File: src/verilog/cache_pkg.sv
package cache_pkg;

    // Byte address and word geometry
    localparam int addr_width     = 10;
    localparam int word_width     = 32;
    localparam int word_bytes     = 4;
    localparam int words_per_line = 4;
    localparam int word_sel_bits  = 2;

    // Bank organisation
    localparam int num_sets = 8;
    localparam int set_bits = 3;
    localparam int num_ways = 2;
    localparam int tag_bits = 3;

    // Backing store
    localparam int mem_lines      = 64;
    localparam int line_addr_bits = 6;
    localparam int mem_latency    = 4;

    localparam int queue_depth = 4;

    typedef enum logic {
        op_read  = 1'b0,
        op_write = 1'b1
    } req_op_t;

    // Word address split as tag, set index and word select
    typedef struct packed {
        logic [tag_bits-1:0]      tag;
        logic [set_bits-1:0]      set;
        logic [word_sel_bits-1:0] wsel;
    } word_addr_t;

    typedef logic [words_per_line-1:0][word_width-1:0] line_t;

    typedef struct packed {
        req_op_t                 op;
        word_addr_t              addr;
        logic [word_width-1:0]   data;
        logic [word_bytes-1:0]   strb;
    } cache_req_t;

endpackage

File: src/verilog/cache_req_if.sv
interface cache_req_if;

    logic                  valid;
    logic                  ready;
    cache_pkg::cache_req_t req;

    // Valid holds with stable req until the handshake
    modport producer (
        output valid,
        output req,
        input  ready
    );

    modport consumer (
        input  valid,
        input  req,
        output ready
    );

endinterface

File: src/verilog/req_queue.sv
module req_queue (
    input  logic          clk,
    input  logic          rst_n,
    cache_req_if.consumer in,
    cache_req_if.producer out
);

    cache_pkg::cache_req_t                          slots [cache_pkg::queue_depth];
    logic [$clog2(cache_pkg::queue_depth)-1:0]      wr_ptr;
    logic [$clog2(cache_pkg::queue_depth)-1:0]      rd_ptr;
    logic [$clog2(cache_pkg::queue_depth):0]        count;
    logic                                           push;
    logic                                           pop;

    assign in.ready  = (count != cache_pkg::queue_depth);
    assign out.valid = (count != '0);
    assign out.req   = slots[rd_ptr];

    assign push = in.valid && in.ready;
    assign pop  = out.valid && out.ready;

    always_ff @(posedge clk) begin
        if (push) begin
            slots[wr_ptr] <= in.req;
        end
    end

    // Depth is a power of two so the pointers wrap on their own
    always_ff @(posedge clk or negedge rst_n) begin
        if (!rst_n) begin
            wr_ptr <= '0;
            rd_ptr <= '0;
            count  <= '0;
        end else begin
            if (push) begin
                wr_ptr <= wr_ptr + 1'b1;
            end
            if (pop) begin
                rd_ptr <= rd_ptr + 1'b1;
            end
            if (push && !pop) begin
                count <= count + 1'b1;
            end else if (pop && !push) begin
                count <= count - 1'b1;
            end
        end
    end

endmodule
File: src/flat_wrapper.sv
// flat-port wrapper written by rule: the top's interface ports become plain ports
module req_queue_flat 
  (clk, rst_n, in_valid, in_req, in_ready, out_valid, out_req, out_ready);
  cache_req_if in_i ();
  cache_req_if out_i ();
  input  logic clk;
  input  logic rst_n;
  input wire logic [$bits(in_i.valid)-1:0] in_valid;
  input wire logic [$bits(in_i.req)-1:0] in_req;
  output wire logic [$bits(in_i.ready)-1:0] in_ready;
  output wire logic [$bits(out_i.valid)-1:0] out_valid;
  output wire logic [$bits(out_i.req)-1:0] out_req;
  input wire logic [$bits(out_i.ready)-1:0] out_ready;
  assign in_i.valid = in_valid;
  assign in_i.req = in_req;
  assign in_ready = in_i.ready;
  assign out_valid = out_i.valid;
  assign out_req = out_i.req;
  assign out_i.ready = out_ready;
  req_queue u_core (.clk(clk), .rst_n(rst_n), .in(in_i), .out(out_i));
endmodule
File: config.mk
export PLATFORM = sky130hd
export DESIGN_NAME = req_queue_flat
export DESIGN_NICKNAME = d
export VERILOG_FILES = /design/src/verilog/cache_pkg.sv /design/src/verilog/cache_req_if.sv /design/src/verilog/req_queue.sv /design/src/flat_wrapper.sv
export SDC_FILE = /design/constraint.sdc
export NUM_CORES = 1
export LEC_CHECK = 0
export BUFFER_PORTS_ARGS = -buffer_cell sky130_fd_sc_hd__buf_2
export CAP_MARGIN = 20
export CORE_ASPECT_RATIO = 1.2
export CORE_UTILIZATION = 29
export CTS_BUF_LIST = sky130_fd_sc_hd__clkbuf_8
export DETAILED_ROUTE_END_ITERATION = 16
export MAX_ROUTING_LAYER = met4
export PLACE_DENSITY = 0.56
export SYNTH_ARGS = -nofsm -noshare
export SYNTH_HDL_FRONTEND = slang
export SYNTH_SLANG_ARGS = --single-unit
File: constraint.sdc
create_clock -name clk -period 4.6 [get_ports clk]
set_input_delay 0.92 -clock clk [delete_from_list [all_inputs] [get_ports clk]]
set_output_delay 0.92 -clock clk [all_outputs]
set_load 0.005 [all_outputs]
# Word level (Yosys, flattened, before mapping)
# Memories as Yosys holds them, arrays and structs flattened.
# Index checks and enable logic that the tools add are counted.
dict set report totals {
  regBits 7
  ram_bits 180
  output_inout_bits 47
  word_cells 21
  memories 1
}
# memory depth word_bits read_ports rd_ports_with_merged_regs write_ports line_no
set memory_table {}
lappend memory_table {u_core.slots 4 45 1 0 1 req_queue.sv:8} ;# cache_pkg::cache_req_t slots [cache_pkg::queue_depth];
dict set report op_classes {
  add_sub_neg 4
  eq_ne 1
  n_mux 4
  reduce_logical 8
}
# cell n
set ops {}
lappend ops {{3-bit 2-to-1 mux} 2}
lappend ops {{2-bit by 1-bit adder with 2-bit output (second input constant)} 2}
lappend ops {{1-bit logical AND} 4}
lappend ops {{3-bit by 1-bit adder with 3-bit output (second input constant)} 1}
lappend ops {{3-bit inequality test (second input constant)} 1}
lappend ops {{3-bit nonzero test} 1}
lappend ops {{3-bit by 1-bit subtractor with 3-bit output (second input constant)} 1}
lappend ops {{1-bit zero test} 2}
lappend ops {{1-bit 2-to-1 mux} 2}
lappend ops {{2-bit nonzero test} 1}

# Longest topological paths before layout
dict set report depth {
  depth_word 6
  mapped_depth 8
  depth_no_buf 8
}

# Least setup slack after synthesis
# No wires, ideal clock.
dict set report synth_path {
  path_kind {register to output}
  from {register u_core.rd_ptr[0] (netlist name)}
  to {output out_req[10]}
  t_arrival_ps 1257
  required_time_ps 3680
  path_slack_ps 2423
  path_stages_with_launch 4
  path_buffers 2
  path_cell_list {dfrtp_1 > buf_4 > buf_4 > mux4_2}
}
dict set report synth_via {
  elab_chain_cells 1
}
# item line_no
set synth_lines {}
lappend synth_lines {{start, declared} req_queue.sv:10} ;# logic [$clog2(cache_pkg::queue_depth)-1:0] rd_ptr;
lappend synth_lines {{start signal, assigned} req_queue.sv:39} ;# rd_ptr <= rd_ptr + 1'b1;
lappend synth_lines {{memory read 4 x 45 bit} -}
lappend synth_lines {{end, declared} flat_wrapper.sv:12} ;# output wire logic [$bits(out_i.req)-1:0] out_req;
# Every way passes these cells.

# Final worst setup path
dict set report layout_path {
  from {register u_core.rd_ptr[1] (netlist name)}
  to {output out_req[38]}
}
# Same word-level chain as after synthesis.

==> run metrics <==
outcome=finished clean; setup repair after global routing missed its margin=false; skew final=0.0154 ns; layout overhead on the synthesized area=18.9%; PortBufs=95; power after layout=4.97 mW; nature of the critical path startpoint=register; number of nets produced by synthesis=324; clock slew at the register clock pins of the worst setup and hold paths=0.10 ns; quantity of gates resized following cts=0; die area=24,400 µm²; final number of setup-violating endpoints=0; required time reported for the critical path endpoint=3.68 ns; GRT Overall Usage=0.120; Final #Nets=434; Root Buffer Master=sky130_fd_sc_hd__clkbuf_8; timing-limited maximum frequency=294 MHz; commonest non-fill, non-tap cell in the layout=sky130_fd_sc_hd__edfxtp_1; Power Dens Cells=607 nW/µm²; GR Overflow Total=0; average wire length per cell after detail routing=18.9 µm; Setup TNS Final=0 ns; Slew @ Worst Pin=~1.1 ns; largest net degree at the start of global routing=48; post-detailed-placement half-perimeter wirelength=7.81 mm; largest fanout on the critical path=36; DRC violation count after routing=0; row cnt=61; type of the worst setup path=reg -> out; commonest non-fill, non-tap cells in the layout=sky130_fd_sc_hd__edfxtp_1, sky130_fd_sc_hd__buf_2, sky130_fd_sc_hd__mux4_2, sky130_fd_sc_hd__clkbuf_8; chip width=143 µm; vias in the first global route=3,476; later-pin clock latency in the skew report=0.45 ns; number of unique standard cell types used by synthesis=21; register area share after synthesis=0.809; Post-Synthesis Mean Instance Area=25.6 µm²; placer congestion estimate=approximately 0.66; Post-CTS Setup Bufs=0; portion of the clock cycle consumed by the worst path in the final layout=0.739; arrival time at the worst endpoint=2.48 ns; YS warnings=0; instance count of the mapped netlist=269; antenna-violating nets left=0; die height=roughly 170 µm; maximum clock insertion buffer count=2; Num Clock Sinks=187; number of H-tree branching levels=4; area of the mapped netlist=~6900 µm²; hold bufs inserted after CTS=0; static power due to leakage=around 2.8 nW; register bit total from synthesis=187; number of DRC markers after the initial detailed-route iteration=200; fin. max-slew vios=0; wire length of the first global-routing pass=20.1 mm; fraction of final layout cells sized beyond drive strength 1=0.474; highest ir drop seen on vdd=0.366 mV; final number of hold-violating endpoints=0; floorplan core area=23,300 µm²; starting utilization of the core area=0.296; first-pass iteration count of the detailed router=4; routed via count=3,072; Inserted Clock Buffers=17; slew margin rel.=0.272; final critical path time including I/O delays and setup=about 3.4 ns; endpoint type of the worst setup path=primary output; Detailed Route WL=13.4 mm; type of the worst min-delay path=in -> async; # IOs=96; mean number of vias per cell=4.34; FILL cells=2,160; max cap viols=0; CTS tree=built; number of antenna violations at the first check in global routing=3
[cell families after synthesis]
kind of cell               synth area share
xor gates and xnor gates            0.00762
adders and majority gates            0.0120
DFF                                   0.809
muxes                                 0.151
buffers and inverters               0.00998
and+or+nand+nor                      0.0102
[flip-flops by register name, indices dropped and copies added, names as in the netlist]
register,cells
u_core.slots,180
u_core.count,3
u_core.rd_ptr,2
u_core.wr_ptr,2
[synth_stat cells, drive strengths merged]
master    n  share of area
edfxtp  180           0.78
mux4     45           0.15
buf       9         0.0078
dfrtp     7          0.025
ha        5         0.0091
and3      4         0.0044
xnor2     4         0.0051
inv       3         0.0016
mux2      2         0.0038
xor2      2         0.0025
and2      1         0.0013
clkbuf    1        0.00054
fa        1         0.0029
nand2     1        0.00054
nand3     1        0.00073
nor2      1        0.00054
or3       1         0.0011
or3b      1         0.0016
[layout make-up]
class,count,area (µm²),share of cell area
Antenna cell,3,7.51,0.000916
Multi-Input combinational cell,69,1240,0.152
Clock buffer,17,234,0.0285
Timing Repair Buffer,101,541,0.0660
Sequential cell,187,5590,0.682
Inverter,3,11.3,0.00137
Clock inverter,13,178,0.0217
Tap cell,315,394,0.0481
[path summary, 6_finish.rpt]
path	from	to	slack, ns	depth (start not counted)
setup / recovery	u_core.rd_ptr[1]	out_req[38]	1.20	3
hold / removal	rst_n	u_core.rd_ptr[0]	0.29	1
min in group clk	u_core.count[2]	u_core.count[2]	0.52	1
setup reg to reg	u_core.count[0]	u_core.count[2]	2.31	8
hold reg to reg	u_core.count[2]	u_core.count[2]	0.52	1
max in group asynchronous	rst_n	u_core.rd_ptr[0]	4.13	1
[worst max-delay path, cell delays in order (launching register included)]
cell and delay (ns):
sky130_fd_sc_hd__dfrtp_2 1.10, sky130_fd_sc_hd__buf_4 0.38, sky130_fd_sc_hd__mux4_2 0.37, sky130_fd_sc_hd__buf_2 0.15
[stage by stage]
stage                     std cells  worst slack, ns  hold slack [ns]  utilization  instance area (µm²)
after CTS                       704             1.10            0.246        0.351                 8160
after detailed placement        674             1.62            0.493        0.333                 7750
after floorplan                 269             2.42            0.447            -                 6890
after global routing            708             1.05            0.247        0.352                 8200
after global placement          674             1.65            0.466        0.333                 7750
final                           708             1.20            0.287        0.352                 8200
[metal layers]
layer	vias to the layer above	GRT usage	wire (µm)
met5	-	-	0
met2	68	0.201	6930
met3	16	0.0383	547
met4	0	0.0351	155
li1	1360	-	-
met1	1628	0.138	5730
[power breakdown]
group	switching [mW]	internal (mW)	total, mW
logic	0.667	0.722	1.39
clock network	0.558	0.583	1.14
registers	0.185	2.26	2.44
Note: power is estimated with default switching activity, not from simulation.
