## src/verilog/cache_pkg.sv

```systemverilog
package cache_pkg;

    // Byte address and word geometry
    localparam int addr_width     = 10;
    localparam int word_width     = 32;
    localparam int word_bytes     = 4;
    localparam int words_per_line = 4;
    localparam int word_sel_bits  = 2;

    // Bank organisation
    localparam int num_sets = 8;
    localparam int set_bits = 3;
    localparam int num_ways = 2;
    localparam int tag_bits = 3;

    // Backing store
    localparam int mem_lines      = 64;
    localparam int line_addr_bits = 6;
    localparam int mem_latency    = 4;

    localparam int queue_depth = 4;

    typedef enum logic {
        op_read  = 1'b0,
        op_write = 1'b1
    } req_op_t;

    // Word address split as tag, set index and word select
    typedef struct packed {
        logic [tag_bits-1:0]      tag;
        logic [set_bits-1:0]      set;
        logic [word_sel_bits-1:0] wsel;
    } word_addr_t;

    typedef logic [words_per_line-1:0][word_width-1:0] line_t;

    typedef struct packed {
        req_op_t                 op;
        word_addr_t              addr;
        logic [word_width-1:0]   data;
        logic [word_bytes-1:0]   strb;
    } cache_req_t;

endpackage

```

## src/verilog/cache_req_if.sv

```systemverilog
interface cache_req_if;

    logic                  valid;
    logic                  ready;
    cache_pkg::cache_req_t req;

    // Valid holds with stable req until the handshake
    modport producer (
        output valid,
        output req,
        input  ready
    );

    modport consumer (
        input  valid,
        input  req,
        output ready
    );

endinterface

```

## src/verilog/apb_req_port.sv

```systemverilog
module apb_req_port (
    input  logic                                clk,
    input  logic                                rst_n,
    input  logic                                psel,
    input  logic                                penable,
    input  logic                                pwrite,
    input  logic [cache_pkg::addr_width-1:0]    paddr,
    input  logic [cache_pkg::word_width-1:0]    pwdata,
    input  logic [cache_pkg::word_bytes-1:0]    pstrb,
    output logic [cache_pkg::word_width-1:0]    prdata,
    output logic                                pready,
    output logic                                pslverr,
    cache_req_if.producer                       req,
    input  logic                                rsp_valid,
    input  logic [cache_pkg::word_width-1:0]    rsp_data
);

    typedef enum logic [1:0] {
        st_idle,
        st_push,
        st_await
    } state_t;

    state_t                state;
    logic                  aligned;
    logic                  setup;
    logic                  access;
    cache_pkg::cache_req_t pending;

    assign aligned = (paddr[1:0] == 2'b00);
    assign setup   = psel && !penable;
    assign access  = psel && penable;

    // APB inputs are stable through the access phase
    always_comb begin
        pending.op   = pwrite ? cache_pkg::op_write : cache_pkg::op_read;
        pending.addr = paddr[cache_pkg::addr_width-1:2];
        pending.data = pwdata;
        pending.strb = pstrb;
    end

    assign req.valid = (state == st_push);
    assign req.req   = pending;

    always_comb begin
        pready  = 1'b0;
        pslverr = 1'b0;
        case (state)
            // Only an unaligned transfer reaches its access phase here
            st_idle: begin
                if (access && !aligned) begin
                    pready  = 1'b1;
                    pslverr = 1'b1;
                end
            end
            // Writes are posted as soon as the queue takes them
            st_push:  pready = pwrite && req.ready;
            st_await: pready = rsp_valid;
            default:  pready = 1'b0;
        endcase
    end

    assign prdata = rsp_data;

    always_ff @(posedge clk or negedge rst_n) begin
        if (!rst_n) begin
            state <= st_idle;
        end else begin
            case (state)
                st_idle: begin
                    if (setup && aligned) begin
                        state <= st_push;
                    end
                end
                st_push: begin
                    if (req.ready) begin
                        state <= pwrite ? st_idle : st_await;
                    end
                end
                st_await: begin
                    if (rsp_valid) begin
                        state <= st_idle;
                    end
                end
                default: state <= st_idle;
            endcase
        end
    end

endmodule

```

## src/flat_wrapper.sv

```systemverilog
// flat-port wrapper written by rule: the top's interface ports become plain ports
module apb_req_port_flat 
  (clk, rst_n, psel, penable, pwrite, paddr, pwdata, pstrb, prdata, pready, pslverr, rsp_valid, rsp_data, req_valid, req_req, req_ready);
  cache_req_if req_i ();
  input  logic clk;
  input  logic rst_n;
  input  logic psel;
  input  logic penable;
  input  logic pwrite;
  input  logic [cache_pkg::addr_width-1:0] paddr;
  input  logic [cache_pkg::word_width-1:0] pwdata;
  input  logic [cache_pkg::word_bytes-1:0] pstrb;
  output logic [cache_pkg::word_width-1:0] prdata;
  output logic pready;
  output logic pslverr;
  input  logic rsp_valid;
  input  logic [cache_pkg::word_width-1:0] rsp_data;
  output wire logic [$bits(req_i.valid)-1:0] req_valid;
  output wire logic [$bits(req_i.req)-1:0] req_req;
  input wire logic [$bits(req_i.ready)-1:0] req_ready;
  assign req_valid = req_i.valid;
  assign req_req = req_i.req;
  assign req_i.ready = req_ready;
  apb_req_port u_core (.clk(clk), .rst_n(rst_n), .psel(psel), .penable(penable), .pwrite(pwrite), .paddr(paddr), .pwdata(pwdata), .pstrb(pstrb), .prdata(prdata), .pready(pready), .pslverr(pslverr), .req(req_i), .rsp_valid(rsp_valid), .rsp_data(rsp_data));
endmodule
```

## config.mk

```make
export PLATFORM = sky130hd
export DESIGN_NAME = apb_req_port_flat
export DESIGN_NICKNAME = d
export VERILOG_FILES = /design/src/verilog/cache_pkg.sv /design/src/verilog/cache_req_if.sv /design/src/verilog/apb_req_port.sv /design/src/flat_wrapper.sv
export SDC_FILE = /design/constraint.sdc
export NUM_CORES = 1
export LEC_CHECK = 0
export ABC_CLOCK_PERIOD_IN_PS = 1300
export BUFFER_PORTS_ARGS = -buffer_cell sky130_fd_sc_hd__buf_2
export CAP_MARGIN = 20
export CORE_MARGIN = 4
export CORE_UTILIZATION = 23
export DETAILED_ROUTE_END_ITERATION = 12
export PLACE_DENSITY = 0.87
export SYNTH_ARGS = -nofsm -noshare
export SYNTH_HDL_FRONTEND = slang
export SYNTH_SLANG_ARGS = --single-unit
```

## constraint.sdc

```tcl
create_clock -name clk -period 1.3 [get_ports clk]
set_input_delay 0.26 -clock clk [delete_from_list [all_inputs] [get_ports clk]]
set_output_delay 0.26 -clock clk [all_outputs]
set_load 0.01 [all_outputs]
```

==> Word-level counts from Yosys, hierarchy flattened <==
Cells that the tools add are included.
{ "word_totals": {"ff_bits": 2, "latch_bits": 0, "ramBits": 0, "romBits": 0, "input_bits": 85, "out_inout_bits": 80, "elab_cells": 25, "memories": 0} }
{ "classes": {"add_sub_neg": 0, "mul": 0, "div": 0, "magnitude_cmp": 0, "n_eq_ne": 5, "shift": 0, "muxes": 9, "bitwise": 0, "reduce_logical": 10} }
{ "ops": {"columns": ["cell", "n"], "rows": [
  ["$mux 2", 4],
  ["$pmux 2 s3", 1],
  ["$logic_and 1x1->1", 5],
  ["$logic_not 2->1", 2],
  ["$ne 2x1->1 const B", 2],
  ["$mux 1", 3],
  ["$pmux 1 s3", 1],
  ["$reduce_and 3->1", 1],
  ["$eq 2x1->1 const B", 1],
  ["$eq 2x2->1 const B", 1],
  ["$logic_not 1->1", 2],
  ["$ne 2x2->1 const B", 1]
]} }

==> Depth between registers and ports, before layout <==
{ "logic_depth": {"ltp_word": 5, "ltp_mapped": 3, "mapped_depth_nobuf": 3} }

==> Worst setup path after synthesis <==
Ideal clock, no wire load.
{ "synth_path": {"kind": "reg2out", "from": "register u_core.state[1]", "to": "output pready", "arrival_ns": 1.016, "required_time_ns": 1.040, "setup_slack_ns": 0.024, "path_stages_with_launch": 4, "path_buffers": 0, "path_cell_list": "dfrtp_1 nor2_2 and4b_4 a311o_1"} }
{ "synth_between": {"elab_chain_len": 2} }
{ "synth_rtl": {"columns": ["item", "line", "text"], "rows": [
  ["start, declared", "apb_req_port.sv:24", "state_t state;"],
  ["start signal, assigned", "apb_req_port.sv:67", "state <= st_idle;"],
  ["start signal, assigned", "apb_req_port.sv:72", "state <= st_push;"],
  ["start signal, assigned", "apb_req_port.sv:77", "state <= pwrite ? st_idle : st_await;"],
  ["$eq 2x2->1 (tied with other cells)", "apb_req_port.sv:48", "case (state)"],
  ["$pmux 1 s3 (*)", "apb_req_port.sv:48", null],
  ["end, declared", "flat_wrapper.sv:14", "output logic pready;"]
]} }
Mark *: on every way between the ends. The rest lies on a longest branch, timed or not.

==> Worst setup path in the final report <==
{ "layout_path": {"from": "register u_core.state[0]", "to": "output pready"} }
The elaborated chain is that of the path after synthesis.

==> flow_metrics.tcl <==
set metrics [dict create \
    status "complete, but fails checks" \
    violations "setup timing" \
    timing.final.crit_share_pct 114 \
    track_usage_pct 6.06 \
    layout_setup_ws_ps -181 \
    fin_crit_ps 1480 \
    die_x_um 63.5 \
    rows 19 \
    dieHeight_um 63.5 \
    setup_viol 2 \
    path_cells "nor2_2 -> and4b_4 -> a311o_1 -> buf_2" \
    fin_nets 118 \
    wl_met1_um 190 \
    r2r-end "u_core.state[1]$_DFFE_PN0P_" \
    rsz0062_at_grt "yes" \
    seqPwrFrac_pct 26.6 \
    min_path_type "in -> reg" \
    coreArea_mm2 0.00285 \
    cap_violations 0 \
    ant_nets 0 \
    drive_above_1_share_pct 64.5 \
    worstSetupPathType "reg -> out" \
    tritoncts "yes" \
    clkPwrFrac_pct 52.7 \
    via_count 291 \
    die_area_mm2 0.00404 \
    cp_top_family "flip-flops" \
    finalWeightedCongestion 0.636 \
    cp_slowest_cell "dfrtp_1" \
    clock_path_buffers 2 \
    holdPathEnd "u_core.state[0]$_DFFE_PN0P_" \
    finalSetupTns_ps -239 \
    wire_per_inst_um 20.8 \
    cellPowerDensity_mw_per_mm2 926 \
    firstDrtPassIters 2 \
    synth_warnings 0 \
    synth_nets 176 \
    cts.clk_slew.worst_paths_ps 30 \
    synth_top_cell_area_share_pct 81.5 \
    p_comb_share_pct 20.7 \
    syn2layout_area_growth_pct -60.8 \
    cts_max_level 1 \
    reg_top3 "u_core.state (2)" \
    io_pins 165 \
    clkSinkCount 2 \
    antenna_found_initial 0 \
    rr_worst_depth 2 \
    slew-limit-headroom_pct 81.2 \
    clk_latency_ps 220 \
    netSwitchingPower_mw 0.0610 \
    max_freq_mhz 675 \
    top_layer_used "met4" \
    arrival_ps 1220 \
    skew_ps 1.56 \
    largest_register_ffs 2 \
    routed-wl-met3_um 405 \
    critPathLaunchType "flip-flop" \
    cp_max_fo 3 \
    drt_iter0_drc 1 \
    yosysTopAreaCell "buf_4" \
    post-route-util_pct 9.74 \
    required_ps 1040 \
    gr-total-overflow 0 \
    maxSlewViolCount 0 \
    portBuffers 12 \
    finalHoldViolCount 0 \
    rr_startpoint "u_core.state[1]$_DFFE_PN0P_" \
    routed-wl-met2_um 468 \
    path_buf_inv 1 \
    min_path_cells 2 \
    p_leak_nw 0.125 \
    vias_per_cell 4.69 \
    synthDistinctLibCells 12 \
    netlist_top_cells_area "buf_4, dfrtp_1, and4b_4, a311o_1, nand4b_1" \
    grt_max_degree 7 \
    crit_path_max_incr_delay_ps 370 \
    peakVddDrop_mv 0.0991 \
    p_sw_share_pct 23.7 \
    synth.avg_cell_area_um2 7.80 \
    synth.cell_area_um2 709 \
    regToRegSetupSlack_ps 330 \
    clock-root-buffer "clkbuf_4" \
    synth_cells 91 \
    grt_first_pass_wirelength_mm 1.66 \
    p_int_mw 0.196 \
    grt_pass1_vias 312 \
    worst_pin_slew_ps 281 \
    regMostFlops "u_core.state" \
    worst_setup_path_end_kind "output port" \
    crit_cells 4 \
    drc_errors 0 \
    synth-seq-cells 2 \
    cts_buffers 3 \
    routed_wl_mm 1.29 \
    initial_utilization_pct 24.9 \
    synth_seq_area_share_pct 7.05 \
    holdCritStartpoint "req_ready" \
    n_antenna_cell 0 \
]
how the worst max path moves through the flow:
stage / from / end / slack, ps
3_5_place_dp: paddr[1] / pready / -90
4_1_cts: u_core.state[0]$_DFFE_PN0P_ / pready / -200
2_1_floorplan: u_core.state[1]$_DFFE_PN0P_ / pready / 20
3_3_place_gp: paddr[1] / pready / -80
6_report: u_core.state[0]$_DFFE_PN0P_ / pready / -180
5_1_grt: u_core.state[0]$_DFFE_PN0P_ / pready / -250
synth_stat cells:
master    count
nor3b_1       1
dfrtp_1       2
buf_4        77
nand2_1       2
nor2_2        1
nand4b_1      1
a311o_1       1
o31ai_1       1
o32ai_1       1
and4b_4       1
nor2_1        2
inv_1         1
worst reg2reg max path: stages, from the launching register on:
cell	delay [ps]
dfrtp_1	370
buf_4	160
o32ai_1	320
what timing repair did:
item | 4_1_cts | 5_1_grt
resized for setup | 0 | 2
pin swaps | 2 | 0
hold buffers | 1 | 0
setup endpoints to repair | 2 | 2
buffers inserted | 0 | 0
hold endpoints to repair | 2 | 0
cloned | 0 | 0
area by class of cell:
| type | count | area (um^2) |
|---|---|---|
| clock buffer | 3 | 22.5 |
| fill | 334 | 2570 |
| inverter | 1 | 3.75 |
| multi-input combinational | 11 | 85.1 |
| timing repair buffer | 14 | 77.6 |
| sequential | 2 | 50.0 |
| tap | 31 | 38.8 |
logic make-up (layout without fill, tap and decap cells):
kind of cell           count (synthesis)  count (layout)  share of synthesized area (%)
AO/OA/AOI/OAI                          3               3                           3.70
buffers and inverters                 78              18                           82.0
flip-flops                             2               2                           7.05
AND/OR/NAND/NOR                        8               8                           7.23
cell usage in the layout, fill, tap and decap left out, drive strengths merged:
master	count
buf	13
clkbuf	3
nor2	3
nand2	2
dfrtp	2
and4b	1
inv	1
nor3b	1
a311o	1
o32ai	1
nand4b	1
o31ai	1
dlygate4sd3	1
power by group through the flow:
stage	clock network [mW]	registers (mW)	logic, mW
6_report	0.136	0.0683	0.0532
5_1_grt	0.154	0.0684	0.0587
4_1_cts	0.147	0.0683	0.0523
3_5_place_dp	0	0.0690	0.0499
3_3_place_gp	0	0.0689	0.0488
2_1_floorplan	0	0.0698	0.265
stage by stage:
| stage | instances | power [mW] | worst slack (ps) | hold slack [ps] | cell area, um^2 |
|---|---|---|---|---|---|
| floorplan | 91 | 0.335 | 24.5 | -35.6 | 709 |
| global placement | 58 | 0.118 | -78.0 | 43.4 | 238 |
| detailed placement | 58 | 0.119 | -89.8 | 48.1 | 238 |
| CTS | 62 | 0.268 | -198 | 222 | 270 |
| global route | 62 | 0.282 | -250 | 222 | 278 |
| finish | 62 | 0.257 | -181 | 232 | 278 |
routing by layer:
layer  up-vias  GRT usage, %
li1         89             -
met1       103          1.69
met2        59          6.78
met3        40          9.06
met4         0          12.4
met5         -             0
Power figures use the tool's default switching activity.
